## src/bridge_pkg.sv

```systemverilog
//--------------------------------------------------------------------
// shared widths, types and AXI constants of the data-side bridge
// referenced by scoped name from every RTL file of the bridge
//--------------------------------------------------------------------
`default_nettype none

package bridge_pkg;

	//--------------------------------------------------------------------
	// widths
	//--------------------------------------------------------------------
	localparam int word_bits  = 32;		// AXI data bus width
	localparam int line_beats = 16;		// beats per cache line burst

	//--------------------------------------------------------------------
	// payload and field types
	//--------------------------------------------------------------------
	typedef logic [31:0]                       addr_t;	// byte address
	typedef logic [word_bits-1:0]              word_t;	// one beat / one uncached datum
	typedef logic [word_bits/8-1:0]            strb_t;	// byte strobe of one beat
	typedef logic [2:0]                        size_t;	// AXI size code
	typedef logic [3:0]                        len_t;	// burst length minus one
	typedef logic [3:0]                        axi_id_t;
	typedef logic [line_beats*word_bits-1:0]   line_t;	// one cache line, low word first

	//--------------------------------------------------------------------
	// AXI IDs, one per data-side port
	//--------------------------------------------------------------------
	localparam axi_id_t id_line = 4'd3;	// cached line port
	localparam axi_id_t id_word = 4'd2;	// uncached word port

endpackage

`default_nettype wire

```

## src/port_channel.sv

```systemverilog
//--------------------------------------------------------------------
// per-port transaction controller of the bridge
// captures one read or write request in free, issues it on the AR/AW
// side and serialises the captured payload into 32-bit W beats
//--------------------------------------------------------------------
`timescale 1ns/1ps
`default_nettype none

module port_channel #(
	parameter type payload_t = bridge_pkg::word_t	// line_t for bursts, word_t for singles
) (
	input  logic               clk,
	input  logic               rst,
	// cache controller side
	input  logic               rd_req,
	input  bridge_pkg::size_t  rd_size,
	input  bridge_pkg::addr_t  rd_addr,
	output logic               rd_rdy,
	output logic               ret_valid,
	output logic               ret_last,
	input  logic               wr_req,
	input  bridge_pkg::size_t  wr_size,
	input  bridge_pkg::addr_t  wr_addr,
	input  bridge_pkg::strb_t  wr_strb,
	input  payload_t           wr_data,
	output logic               wr_rdy,
	// read address
	output logic               ar_valid,
	output bridge_pkg::addr_t  ar_addr,
	output bridge_pkg::size_t  ar_size,
	output bridge_pkg::len_t   ar_len,
	input  logic               ar_ready,
	// write address
	output logic               aw_valid,
	output bridge_pkg::addr_t  aw_addr,
	output bridge_pkg::size_t  aw_size,
	output bridge_pkg::len_t   aw_len,
	input  logic               aw_ready,
	// write data
	output logic               w_valid,
	output bridge_pkg::word_t  w_data,
	output bridge_pkg::strb_t  w_strb,
	output logic               w_last,
	input  logic               w_ready,
	// responses already decoded by ID
	input  logic               r_hit,
	input  logic               r_last,
	input  logic               b_hit
);

	localparam int word_bits = $bits(bridge_pkg::word_t);
	localparam int beats     = $bits(payload_t) / word_bits;
	localparam int cnt_bits  = (beats > 1) ? $clog2(beats) : 1;

	typedef enum logic [2:0] {
		st_free,
		st_rd_req,
		st_rd_res,
		st_wr_req,
		st_wr_data,
		st_wr_res
	} state_t;

	state_t                state;
	state_t                state_nxt;
	bridge_pkg::addr_t     rd_addr_q;
	bridge_pkg::size_t     rd_size_q;
	bridge_pkg::addr_t     wr_addr_q;
	bridge_pkg::size_t     wr_size_q;
	bridge_pkg::strb_t     wr_strb_q;
	payload_t              wr_buf;		// shifts down one word per beat
	logic [cnt_bits-1:0]   beat_cnt;
	logic                  w_fire;

	assign w_fire = w_valid & w_ready;

	//--------------------------------------------------------------------
	// transaction FSM
	//--------------------------------------------------------------------
	always_comb
	begin
		state_nxt = state;
		case (state)
			st_free:
			begin
				if (rd_req)
					state_nxt = st_rd_req;	// reads win a same-cycle tie
				else if (wr_req)
					state_nxt = st_wr_req;
			end
			st_rd_req:
				if (ar_ready)
					state_nxt = st_rd_res;
			st_rd_res:
				if (r_hit & r_last)
					state_nxt = st_free;
			st_wr_req:
				if (aw_ready)
					state_nxt = st_wr_data;
			st_wr_data:
				if (w_ready & w_last)
					state_nxt = st_wr_res;
			st_wr_res:
				if (b_hit)
					state_nxt = st_free;
			default:
				state_nxt = st_free;
		endcase
	end

	always_ff @(posedge clk)
	begin
		if (!rst)
			state <= st_free;
		else
			state <= state_nxt;
	end

	//--------------------------------------------------------------------
	// request capture and beat serialisation
	//--------------------------------------------------------------------
	always_ff @(posedge clk)
	begin
		if (state == st_free && rd_req)
		begin
			rd_addr_q <= rd_addr;
			rd_size_q <= rd_size;
		end
		if (wr_rdy && wr_req)
		begin
			wr_addr_q <= wr_addr;
			wr_size_q <= wr_size;
			wr_strb_q <= wr_strb;
			wr_buf    <= wr_data;
		end
		else if (w_fire)
			wr_buf <= wr_buf >> word_bits;	// next word moves to the bottom
	end

	always_ff @(posedge clk)
	begin
		if (!rst)
			beat_cnt <= '0;
		else if (state == st_free)
			beat_cnt <= '0;
		else if (w_fire)
			beat_cnt <= beat_cnt + 1'b1;
	end

	assign rd_rdy    = (state == st_free);
	assign wr_rdy    = (state == st_free) & ~rd_req;	// a write waits behind a same-cycle read
	assign ret_valid = r_hit & (state == st_rd_res);
	assign ret_last  = ret_valid & r_last;

	assign ar_valid = (state == st_rd_req);
	assign ar_addr  = rd_addr_q;
	assign ar_size  = rd_size_q;
	assign ar_len   = bridge_pkg::len_t'(beats - 1);

	assign aw_valid = (state == st_wr_req);
	assign aw_addr  = wr_addr_q;
	assign aw_size  = wr_size_q;
	assign aw_len   = bridge_pkg::len_t'(beats - 1);

	assign w_valid = (state == st_wr_data);
	assign w_data  = wr_buf[word_bits-1:0];
	assign w_strb  = wr_strb_q;
	assign w_last  = (beat_cnt == cnt_bits'(beats - 1));

endmodule

`default_nettype wire

```

## src/axi_port_mux.sv

```systemverilog
//--------------------------------------------------------------------
// merges the line and word controllers onto one AXI master port
// AR and AW use fixed priority to the line port, W follows the AW
// winner until wlast, responses are steered back by ID
//--------------------------------------------------------------------
`timescale 1ns/1ps
`default_nettype none

module axi_port_mux (
	input  logic                 clk,
	input  logic                 rst,
	// line controller
	input  logic                 ln_ar_valid,
	input  bridge_pkg::addr_t    ln_ar_addr,
	input  bridge_pkg::size_t    ln_ar_size,
	input  bridge_pkg::len_t     ln_ar_len,
	input  logic                 ln_aw_valid,
	input  bridge_pkg::addr_t    ln_aw_addr,
	input  bridge_pkg::size_t    ln_aw_size,
	input  bridge_pkg::len_t     ln_aw_len,
	input  logic                 ln_w_valid,
	input  bridge_pkg::word_t    ln_w_data,
	input  bridge_pkg::strb_t    ln_w_strb,
	input  logic                 ln_w_last,
	output logic                 ln_ar_ready,
	output logic                 ln_aw_ready,
	output logic                 ln_w_ready,
	output logic                 ln_r_hit,
	output logic                 ln_b_hit,
	// word controller
	input  logic                 wd_ar_valid,
	input  bridge_pkg::addr_t    wd_ar_addr,
	input  bridge_pkg::size_t    wd_ar_size,
	input  bridge_pkg::len_t     wd_ar_len,
	input  logic                 wd_aw_valid,
	input  bridge_pkg::addr_t    wd_aw_addr,
	input  bridge_pkg::size_t    wd_aw_size,
	input  bridge_pkg::len_t     wd_aw_len,
	input  logic                 wd_w_valid,
	input  bridge_pkg::word_t    wd_w_data,
	input  bridge_pkg::strb_t    wd_w_strb,
	input  logic                 wd_w_last,
	output logic                 wd_ar_ready,
	output logic                 wd_aw_ready,
	output logic                 wd_w_ready,
	output logic                 wd_r_hit,
	output logic                 wd_b_hit,
	// AXI master
	output bridge_pkg::axi_id_t  arid,
	output bridge_pkg::addr_t    araddr,
	output bridge_pkg::len_t     arlen,
	output bridge_pkg::size_t    arsize,
	output logic                 arvalid,
	input  logic                 arready,
	input  bridge_pkg::axi_id_t  rid,
	input  logic                 rlast,
	input  logic                 rvalid,
	output logic                 rready,
	output bridge_pkg::axi_id_t  awid,
	output bridge_pkg::addr_t    awaddr,
	output bridge_pkg::len_t     awlen,
	output bridge_pkg::size_t    awsize,
	output logic                 awvalid,
	input  logic                 awready,
	output bridge_pkg::word_t    wdata,
	output bridge_pkg::strb_t    wstrb,
	output logic                 wlast,
	output logic                 wvalid,
	input  logic                 wready,
	input  bridge_pkg::axi_id_t  bid,
	input  logic                 bvalid,
	output logic                 bready
);

	logic ar_lock;		// AR grant held while arvalid waits
	logic ar_lock_wd;
	logic ar_pick_wd;
	logic aw_lock;
	logic aw_lock_wd;
	logic aw_pick_wd;
	logic w_busy;		// W channel owned by the last AW winner
	logic w_owner_wd;

	//--------------------------------------------------------------------
	// read address channel
	//--------------------------------------------------------------------
	assign ar_pick_wd  = ar_lock ? ar_lock_wd : ~ln_ar_valid;
	assign arvalid     = ar_pick_wd ? wd_ar_valid : ln_ar_valid;
	assign arid        = ar_pick_wd ? bridge_pkg::id_word : bridge_pkg::id_line;
	assign araddr      = ar_pick_wd ? wd_ar_addr : ln_ar_addr;
	assign arsize      = ar_pick_wd ? wd_ar_size : ln_ar_size;
	assign arlen       = ar_pick_wd ? wd_ar_len : ln_ar_len;
	assign ln_ar_ready = arready & ~ar_pick_wd;
	assign wd_ar_ready = arready & ar_pick_wd;

	always_ff @(posedge clk)
	begin
		if (!rst)
		begin
			ar_lock    <= 1'b0;
			ar_lock_wd <= 1'b0;
		end
		else if (arvalid && arready)
			ar_lock <= 1'b0;
		else if (arvalid)
		begin
			ar_lock    <= 1'b1;	// keep the same port while the slave stalls
			ar_lock_wd <= ar_pick_wd;
		end
	end

	//--------------------------------------------------------------------
	// write address channel closed while a W burst is open
	//--------------------------------------------------------------------
	assign aw_pick_wd  = aw_lock ? aw_lock_wd : ~ln_aw_valid;
	assign awvalid     = ~w_busy & (aw_pick_wd ? wd_aw_valid : ln_aw_valid);
	assign awid        = aw_pick_wd ? bridge_pkg::id_word : bridge_pkg::id_line;
	assign awaddr      = aw_pick_wd ? wd_aw_addr : ln_aw_addr;
	assign awsize      = aw_pick_wd ? wd_aw_size : ln_aw_size;
	assign awlen       = aw_pick_wd ? wd_aw_len : ln_aw_len;
	assign ln_aw_ready = awready & ~w_busy & ~aw_pick_wd;
	assign wd_aw_ready = awready & ~w_busy & aw_pick_wd;

	always_ff @(posedge clk)
	begin
		if (!rst)
		begin
			aw_lock    <= 1'b0;
			aw_lock_wd <= 1'b0;
		end
		else if (awvalid && awready)
			aw_lock <= 1'b0;
		else if (awvalid)
		begin
			aw_lock    <= 1'b1;
			aw_lock_wd <= aw_pick_wd;
		end
	end

	//--------------------------------------------------------------------
	// write data channel
	//--------------------------------------------------------------------
	assign wvalid     = w_busy & (w_owner_wd ? wd_w_valid : ln_w_valid);
	assign wdata      = w_owner_wd ? wd_w_data : ln_w_data;
	assign wstrb      = w_owner_wd ? wd_w_strb : ln_w_strb;
	assign wlast      = w_owner_wd ? wd_w_last : ln_w_last;
	assign ln_w_ready = wready & w_busy & ~w_owner_wd;
	assign wd_w_ready = wready & w_busy & w_owner_wd;

	always_ff @(posedge clk)
	begin
		if (!rst)
		begin
			w_busy     <= 1'b0;
			w_owner_wd <= 1'b0;
		end
		else if (awvalid && awready)
		begin
			w_busy     <= 1'b1;
			w_owner_wd <= aw_pick_wd;
		end
		else if (wvalid && wready && wlast)
			w_busy <= 1'b0;	// AW may open again after the burst
	end

	//--------------------------------------------------------------------
	// responses are always accepted
	//--------------------------------------------------------------------
	assign rready   = 1'b1;
	assign bready   = 1'b1;
	assign ln_r_hit = rvalid & (rid == bridge_pkg::id_line);
	assign wd_r_hit = rvalid & (rid == bridge_pkg::id_word);
	assign ln_b_hit = bvalid & (bid == bridge_pkg::id_line);
	assign wd_b_hit = bvalid & (bid == bridge_pkg::id_word);

endmodule

`default_nettype wire

```

## src/dcache_axi_bridge.sv

```systemverilog
//--------------------------------------------------------------------
// data-side cache to AXI bridge, top level
// a line controller and a word controller feed one AXI master port
//--------------------------------------------------------------------
`timescale 1ns/1ps
`default_nettype none

module dcache_axi_bridge (
	input  logic                 clk,
	input  logic                 rst,
	// cached line port
	input  logic                 ln_rd_req,
	input  bridge_pkg::size_t    ln_rd_size,
	input  bridge_pkg::addr_t    ln_rd_addr,
	output logic                 ln_rd_rdy,
	output logic                 ln_ret_valid,
	output logic                 ln_ret_last,
	output bridge_pkg::word_t    ln_ret_data,
	input  logic                 ln_wr_req,
	input  bridge_pkg::size_t    ln_wr_size,
	input  bridge_pkg::addr_t    ln_wr_addr,
	input  bridge_pkg::strb_t    ln_wr_strb,
	input  bridge_pkg::line_t    ln_wr_data,
	output logic                 ln_wr_rdy,
	// uncached word port
	input  logic                 wd_rd_req,
	input  bridge_pkg::size_t    wd_rd_size,
	input  bridge_pkg::addr_t    wd_rd_addr,
	output logic                 wd_rd_rdy,
	output logic                 wd_ret_valid,
	output logic                 wd_ret_last,
	output bridge_pkg::word_t    wd_ret_data,
	input  logic                 wd_wr_req,
	input  bridge_pkg::size_t    wd_wr_size,
	input  bridge_pkg::addr_t    wd_wr_addr,
	input  bridge_pkg::strb_t    wd_wr_strb,
	input  bridge_pkg::word_t    wd_wr_data,
	output logic                 wd_wr_rdy,
	// AXI master
	output bridge_pkg::axi_id_t  arid,
	output bridge_pkg::addr_t    araddr,
	output bridge_pkg::len_t     arlen,
	output bridge_pkg::size_t    arsize,
	output logic                 arvalid,
	input  logic                 arready,
	input  bridge_pkg::axi_id_t  rid,
	input  bridge_pkg::word_t    rdata,
	input  logic                 rlast,
	input  logic                 rvalid,
	output logic                 rready,
	output bridge_pkg::axi_id_t  awid,
	output bridge_pkg::addr_t    awaddr,
	output bridge_pkg::len_t     awlen,
	output bridge_pkg::size_t    awsize,
	output logic                 awvalid,
	input  logic                 awready,
	output bridge_pkg::word_t    wdata,
	output bridge_pkg::strb_t    wstrb,
	output logic                 wlast,
	output logic                 wvalid,
	input  logic                 wready,
	input  bridge_pkg::axi_id_t  bid,
	input  logic                 bvalid,
	output logic                 bready
);

	//--------------------------------------------------------------------
	// controller to mux wiring
	//--------------------------------------------------------------------
	logic              ln_ar_valid, ln_aw_valid, ln_w_valid, ln_w_last;
	logic              ln_ar_ready, ln_aw_ready, ln_w_ready, ln_r_hit, ln_b_hit;
	bridge_pkg::addr_t ln_ar_addr, ln_aw_addr;
	bridge_pkg::size_t ln_ar_size, ln_aw_size;
	bridge_pkg::len_t  ln_ar_len, ln_aw_len;
	bridge_pkg::word_t ln_w_data;
	bridge_pkg::strb_t ln_w_strb;

	logic              wd_ar_valid, wd_aw_valid, wd_w_valid, wd_w_last;
	logic              wd_ar_ready, wd_aw_ready, wd_w_ready, wd_r_hit, wd_b_hit;
	bridge_pkg::addr_t wd_ar_addr, wd_aw_addr;
	bridge_pkg::size_t wd_ar_size, wd_aw_size;
	bridge_pkg::len_t  wd_ar_len, wd_aw_len;
	bridge_pkg::word_t wd_w_data;
	bridge_pkg::strb_t wd_w_strb;

	assign ln_ret_data = rdata;	// each port qualifies it with its own ret_valid
	assign wd_ret_data = rdata;

	port_channel #(.payload_t(bridge_pkg::line_t)) line_channel (
		.clk(clk), .rst(rst),
		.rd_req(ln_rd_req), .rd_size(ln_rd_size), .rd_addr(ln_rd_addr), .rd_rdy(ln_rd_rdy),
		.ret_valid(ln_ret_valid), .ret_last(ln_ret_last),
		.wr_req(ln_wr_req), .wr_size(ln_wr_size), .wr_addr(ln_wr_addr),
		.wr_strb(ln_wr_strb), .wr_data(ln_wr_data), .wr_rdy(ln_wr_rdy),
		.ar_valid(ln_ar_valid), .ar_addr(ln_ar_addr), .ar_size(ln_ar_size),
		.ar_len(ln_ar_len), .ar_ready(ln_ar_ready),
		.aw_valid(ln_aw_valid), .aw_addr(ln_aw_addr), .aw_size(ln_aw_size),
		.aw_len(ln_aw_len), .aw_ready(ln_aw_ready),
		.w_valid(ln_w_valid), .w_data(ln_w_data), .w_strb(ln_w_strb),
		.w_last(ln_w_last), .w_ready(ln_w_ready),
		.r_hit(ln_r_hit), .r_last(rlast), .b_hit(ln_b_hit)
	);

	port_channel #(.payload_t(bridge_pkg::word_t)) word_channel (
		.clk(clk), .rst(rst),
		.rd_req(wd_rd_req), .rd_size(wd_rd_size), .rd_addr(wd_rd_addr), .rd_rdy(wd_rd_rdy),
		.ret_valid(wd_ret_valid), .ret_last(wd_ret_last),
		.wr_req(wd_wr_req), .wr_size(wd_wr_size), .wr_addr(wd_wr_addr),
		.wr_strb(wd_wr_strb), .wr_data(wd_wr_data), .wr_rdy(wd_wr_rdy),
		.ar_valid(wd_ar_valid), .ar_addr(wd_ar_addr), .ar_size(wd_ar_size),
		.ar_len(wd_ar_len), .ar_ready(wd_ar_ready),
		.aw_valid(wd_aw_valid), .aw_addr(wd_aw_addr), .aw_size(wd_aw_size),
		.aw_len(wd_aw_len), .aw_ready(wd_aw_ready),
		.w_valid(wd_w_valid), .w_data(wd_w_data), .w_strb(wd_w_strb),
		.w_last(wd_w_last), .w_ready(wd_w_ready),
		.r_hit(wd_r_hit), .r_last(rlast), .b_hit(wd_b_hit)
	);

	// all mux ports share their names with nets of this scope
	axi_port_mux mux (.*);

endmodule

`default_nettype wire

```

## config.mk

```make
export PLATFORM = sky130hd
export DESIGN_NAME = dcache_axi_bridge
export DESIGN_NICKNAME = d
export VERILOG_FILES = /design/src/bridge_pkg.sv /design/src/port_channel.sv /design/src/axi_port_mux.sv /design/src/dcache_axi_bridge.sv
export SDC_FILE = /design/constraint.sdc
export NUM_CORES = 1
export LEC_CHECK = 0
export ABC_AREA = 0
export BUFFER_PORTS_ARGS = -buffer_cell sky130_fd_sc_hd__buf_2
export CORE_AREA = 3 3 372 374
export CTS_CLUSTER_DIAMETER = 40
export DETAILED_ROUTE_END_ITERATION = 7
export DIE_AREA = 0 0 375 377
export PLACE_DENSITY_LB_ADDON = 0.15
export SLEW_MARGIN = 20
export SYNTH_ARGS = -nofsm -noshare
export SYNTH_HDL_FRONTEND = slang
export SYNTH_SLANG_ARGS = --single-unit
```

## constraint.sdc

```tcl
create_clock -name clk -period 14.5 [get_ports clk]
set_clock_uncertainty 0.2 [all_clocks]
set_input_delay 3.625 -clock clk [delete_from_list [all_inputs] [get_ports clk]]
set_output_delay 3.625 -clock clk [all_outputs]
set_load 0.005 [all_outputs]
```

Yosys cells after proc, flatten, opt, wreduce, memory -nomap -nowiden
Cells that the tools add are included.
{"block": "totals", "word_cells": 148, "output_inout_bits": 200, "input_bits": 744, "regBits": 709}
{"block": "op_classes", "n_eq_ne": 27, "bitwise_logic": 38, "muxes": 38, "n_reduce_logical": 21, "add_sub_neg": 2}
{"op": "512-bit 2-to-1 mux", "n": 2}
{"op": "32-bit 2-to-1 mux", "n": 5}
{"op": "3-bit 2-to-1 mux", "n": 16}
{"op": "3-bit case mux with 6 select lines", "n": 2}
{"op": "1-bit AND", "n": 26}
{"op": "4-bit by 2-bit == test with 1-bit output (second input constant)", "n": 4}
{"op": "3-bit by 2-bit == test with 1-bit output (second input constant)", "n": 4}
{"op": "3-bit == test (second input constant)", "n": 4}
{"op": "4-bit 2-to-1 mux", "n": 3}
{"op": "2-bit inequality test (second input constant)", "n": 6}
{"op": "1-bit NOT", "n": 12}
{"op": "6-bit AND reduction", "n": 2}
{"op": "1-bit 2-to-1 mux", "n": 10}
{"op": "1-bit logical AND", "n": 8}
{"op": "2-bit by 1-bit inequality test with 1-bit output (second input constant)", "n": 4}
{"op": "2-bit OR reduction", "n": 4}
{"op": "3-bit by 1-bit == test with 1-bit output (second input constant)", "n": 2}
{"op": "3-bit zero test", "n": 2}
{"op": "3-bit by 2-bit inequality test with 1-bit output (second input constant)", "n": 2}
{"op": "2-bit nonzero test", "n": 3}
{"op": "4-bit by 1-bit adder with 4-bit output (second input constant)", "n": 1}
{"op": "4-bit == test (second input constant)", "n": 1}
{"op": "2-bit AND reduction", "n": 2}
{"op": "1-bit adder (second input constant)", "n": 1}

Longest topological paths before layout
{"block": "logic_depth", "ltp_word": 8, "depth_mapped": 8, "ltp_nobuf": 6}

Hierarchy
A second synthesis with hierarchy kept.
{"block": "hier_totals", "cells_unflattened": 1708, "area_unflattened_um2": 30843.3}
{"module": "port_channel (line_channel)", "n_inst": 1, "cells_each": 1256, "seq_area_each_um2": 17737.0, "area_each_um2": 24632.4}
{"module": "port_channel (word_channel)", "n_inst": 1, "cells_each": 196, "seq_area_each_um2": 3263.1, "area_each_um2": 3824.9}
{"module": "axi_port_mux", "n_inst": 1, "cells_each": 192, "seq_area_each_um2": 120.1, "area_each_um2": 1905.6}
{"module": "dcache_axi_bridge", "n_inst": 1, "cells_each": 64, "seq_area_each_um2": 0.0, "area_each_um2": 480.5}

Worst setup path after synthesis
OpenSTA, ideal clock, no wires.
{"block": "synth_path", "path_kind": "input -> register", "start": "input port ln_rd_req", "end": "register line_channel.wr_buf[0] (netlist bit) (enable)", "setup_slack_ns": 3.024, "setup_ns": 0.667, "n_path_buf": 3, "cell_stages": 6, "arrival_ns": 10.609, "required_ns": 13.633, "path_cell_list": "nor2_4 > and2_4 > buf_12 > buf_12 > buf_12 > or2_2"}
{"block": "synth_via", "elab_chain_cells": 4}
{"item": "start: declaration", "line": "dcache_axi_bridge.sv:12", "source": "input logic ln_rd_req,"}
{"item": "1-bit NOT", "line": "port_channel.sv:151", "source": "assign wr_rdy = (state == st_free) & ~rd_req;"}
{"item": "1-bit AND", "line": "port_channel.sv:151"}
{"item": "1-bit logical AND", "line": "port_channel.sv:129", "source": "if (wr_rdy && wr_req)"}
{"item": "2-bit nonzero test (no line)"}
{"item": "end signal: assignment", "line": "port_channel.sv:134", "source": "wr_buf <= wr_data;"}
{"item": "end signal: assignment", "line": "port_channel.sv:137", "source": "wr_buf <= wr_buf >> word_bits;"}
{"item": "end: declaration", "line": "port_channel.sv:71", "source": "payload_t wr_buf;"}
Every way passes these cells.
A chain may end at the register's enable or synchronous reset.

Final worst setup path
{"block": "layout_path", "start": "input port rid[3]", "end": "output port wd_ret_last"}
{"block": "layout_via", "elab_chain_cells": 4}
{"item": "start: declaration", "line": "dcache_axi_bridge.sv:46", "source": "input bridge_pkg::axi_id_t rid,"}
{"item": "4-bit by 2-bit == test with 1-bit output", "line": "axi_port_mux.sv:172", "source": "assign wd_r_hit = rvalid & (rid == bridge_pkg::id_word);"}
{"item": "1-bit AND", "line": "axi_port_mux.sv:172"}
{"item": "1-bit AND", "line": "port_channel.sv:152", "source": "assign ret_valid = r_hit & (state == st_rd_res);"}
{"item": "1-bit AND", "line": "port_channel.sv:153", "source": "assign ret_last = ret_valid & r_last;"}
{"item": "end: declaration", "line": "dcache_axi_bridge.sv:31", "source": "output logic wd_ret_last,"}
Every way passes these cells.

==> impl_metrics.py <==
metrics = {
    "grt": {
        "antenna_found_initial": 128,
        "overflow": 0,
        "first_global_vias": 19100,
        "global_route.usage.met2": 0.212,
        "wire_length_of_the_first_global_routing_pass_mm": 135,
        "groute.usage.overall": 0.132,
        "grt_most_used_layer": "met2",
        "grt_start_max_net_pins": 156,
        "met1_usage": 0.140,
        "groute.layer.met3.usage": 0.0838,
    },
    "synth": {
        "cell_area_after_technology_mapping_um2": 32500,
        "yosys_most_used_dff": "edfxtp_1",
        "synth_enable_flop_cells": 692,
        "async_reset_ff_frac": 0,
        "synth_cell_type_count": 53,
        "synth_top_area_cell": "edfxtp_1",
        "synth.yosys.seq_area_share": 0.649,
        "synth.yosys.warnings": 0,
        "synth_top_area_share": 0.639,
        "synthMostInstantiatedCell": "edfxtp_1",
        "syn_inst": 1721,
        "synth_top_cells_by_count": "edfxtp_1, mux2_4, nand2_1",
        "ys_top_cells_by_area": "edfxtp_1, mux2_4, buf_12, mux2_2, buf_4",
        "mean_cell_area_of_the_mapped_netlist_um2": 18.9,
        "synth_seq_cells": 709,
    },
    "layout": {
        "final_layout_size_suffix_gt1_frac": 0.615,
        "layout_overhead_on_the_synthesized_area_pct": 30.1,
        "layout.nets": 3307,
        "final_cells": 4526,
        "final_core_utilization": 0.313,
        "finish.instance_area_um2": 42300,
    },
    "detailed_routing": {
        "route.detailed.wl_per_inst_um": 21.3,
        "totalWireLength_mm": 96.6,
        "avgViaCountPerCell": 3.96,
        "num_vias": 17900,
        "drt_pre_antenna_iters": 4,
        "drt_drc_violations_left": 0,
        "initialDrtViolationCount": 775,
        "antenna_left": 0,
    },
    "die": {
        "core_region_area_um2": 135000,
        "floorplan.rows": 135,
        "chipHeight_um": 377,
        "ports_placed_on_the_boundary": 944,
        "floorplan.initialDensity": 0.240,
        "die-area_um2": 141000,
        "horizontal_extent_of_the_die_um": 375,
    },
    "worst_setup_path": {
        "crit_required_ps": 10680,
        "critical_path.endpoint_type": "output pin",
        "timing.critical_path.from_type": "primary input",
        "cp-endpoint": "wd_ret_last",
        "rr_worst_depth": 8,
        "setup.worst_path.class": "in -> out",
        "worst_setup_path_startpoint": "rid[3]",
        "worst_r2r_dst": "line_channel.wr_buf[349]",
        "ff2ff_setup_slack_ps": 9240,
        "crit-reg2reg-launch": "line_channel.state[0]",
        "cp_max_fo": 2,
        "timing.critical_path.arrival_ps": 4730,
    },
    "timing": {
        "tightest_slew_ps": 1080,
        "hold_worst_slack_ps": 289,
        "post-route-period-util": 0.590,
        "final.setup.tns_ps": 0,
        "setup_viol": 0,
        "max-slew-margin-rel": 0.280,
        "report.final.hold_viol_count": 0,
        "rsz0062_at_grt": "false",
        "min_period_ps": 8550,
        "final_max_slew_viol_count": 0,
        "setup_ws_ps": 5950,
        "clock.fmax_mhz": 117,
    },
    "clocking": {
        "cts.htree.levels": 4,
        "ctsLongestPathBuffers": 3,
        "post-cts-setup-buffers": 0,
        "cts_hold_buffers": 0,
        "cts_inserted_buffers": 143,
        "worstSkewPairLatency_ps": 730,
        "clock_sink_count": 709,
        "tritoncts": "built",
        "clk_slew_on_worst_s_h_paths_ps": 50,
        "cts_resized": 0,
        "root_buffer": "clkbuf_16",
    },
    "power_and_ir_drop": {
        "power.density_nw_per_um2": 181,
        "worst_ir_drop_vdd_v": 0.000102,
        "post-layout-total-power_mw": 7.67,
        "p_leak_nw": 17.0,
    },
    "job": {
        "max_cap_violations": 0,
    },
    "placement": {
        "placement.io_buffers": 839,
        "dp_slack_ps": 5960,
        "dpl_cell_area_um2": 37400,
        "placed_cells_incl_taps": 4198,
        "final_weighted_congestion_in_routability_driven_placement": 0.804,
        "place_hpwl_mm": 72.0,
    },
    "run_status": {
        "status": "complete, no violations",
    },
    "min_path": {
        "hold_path_class": "reg -> reg",
    },
}
-- layout by cell type (no fill, tap or decap), types with 4 or more instances in the layout --
cell type	Yosys	layout
a31oi_1	4	4
and2_1	6	5
and3_1	64	64
buf_12	54	6
buf_2	4	839
buf_4	84	14
bufinv_16	0	14
clkbuf_1	22	12
clkbuf_16	0	147
clkinv_1	0	24
clkinv_2	0	24
clkinv_4	0	9
clkinvlp_4	0	13
conb_1	2	8
dfxtp_1	17	16
diode_2	0	65
edfxtp_1	692	692
inv_1	4	4
inv_16	0	4
inv_6	0	14
mux2_2	73	73
mux2_4	478	478
mux2i_1	8	7
nand2_1	120	120
nand2b_1	5	5
nand3_1	6	6
nor2_1	15	15
nor2b_1	5	5
nor3_1	6	6
o21a_1	4	4
-- cell type report --
cell class                 instances  area [µm²]
sequential                       709       21100
timing repair buffer             859        4420
clock inverter                   104        1040
fill                           13500       93000
clock buffer                     159        3720
inverter                           5        18.8
tap                             1781        2230
multi-input combinational        844        9600
antenna                           65         163
-- registers in the layout, indices dropped and copies added, names as in the netlist, 3 cells and up --
register,cells
line_channel.aw_size,3
word_channel.aw_addr,32
line_channel.wr_buf,512
line_channel.ar_addr,32
word_channel.ar_size,3
line_channel.beat_cnt,4
line_channel.aw_addr,32
word_channel.ar_addr,32
word_channel.w_strb,4
line_channel.state,3
line_channel.w_strb,4
word_channel.w_data,32
line_channel.ar_size,3
word_channel.state,3
word_channel.aw_size,3
-- report_power, final --
part | switching [mW] | internal [mW] | total (mW) | leakage [nW]
Sequential | 0.106 | 2.72 | 2.83 | 6.56
Combinational | 0.782 | 0.827 | 1.61 | 8.14
Clock | 1.12 | 2.11 | 3.23 | 2.31
Total | 2.01 | 5.65 | 7.67 | 17.0
-- critical path: stages --
cell,delay [ps]
buf_2,120
nor4bb_1,470
nand2_1,150
nor4_1,190
buf_2,160
-- how the worst min path moves through the flow --
| stage | startpoint | endpoint | slack, ps | depth (start not counted) |
|---|---|---|---|---|
| floorplan | mux.aw_lock_wd | mux.aw_lock_wd | 250 | 2 |
| global placement | mux.aw_lock_wd | mux.aw_lock_wd | 260 | 2 |
| detailed placement | mux.aw_lock_wd | mux.aw_lock_wd | 280 | 2 |
| CTS | mux.aw_lock_wd | mux.aw_lock_wd | 290 | 2 |
| global route | line_channel.wr_buf[193] | line_channel.wr_buf[161] | 330 | 1 |
| finish | mux.aw_lock_wd | mux.aw_lock_wd | 290 | 2 |
-- cells by family after synthesis --
family,share of synthesized area
AO/OA/AOI/OAI,0.00604
XOR/XNOR,0.000808
adder cells (fa/ha/maj),0.000385
buffers and inverters,0.0572
flip-flops,0.649
multiplexers,0.248
other,0.000231
AND/OR/NAND/NOR,0.0378
-- routing by layer --
metal | wire [µm] | share of wire
met3 | 12000 | 0.12
met4 | 2530 | 0.026
met1 | 36100 | 0.37
met5 | 654 | 0.0068
met2 | 45300 | 0.47
No activity file was read; power rests on OpenSTA's default activity.
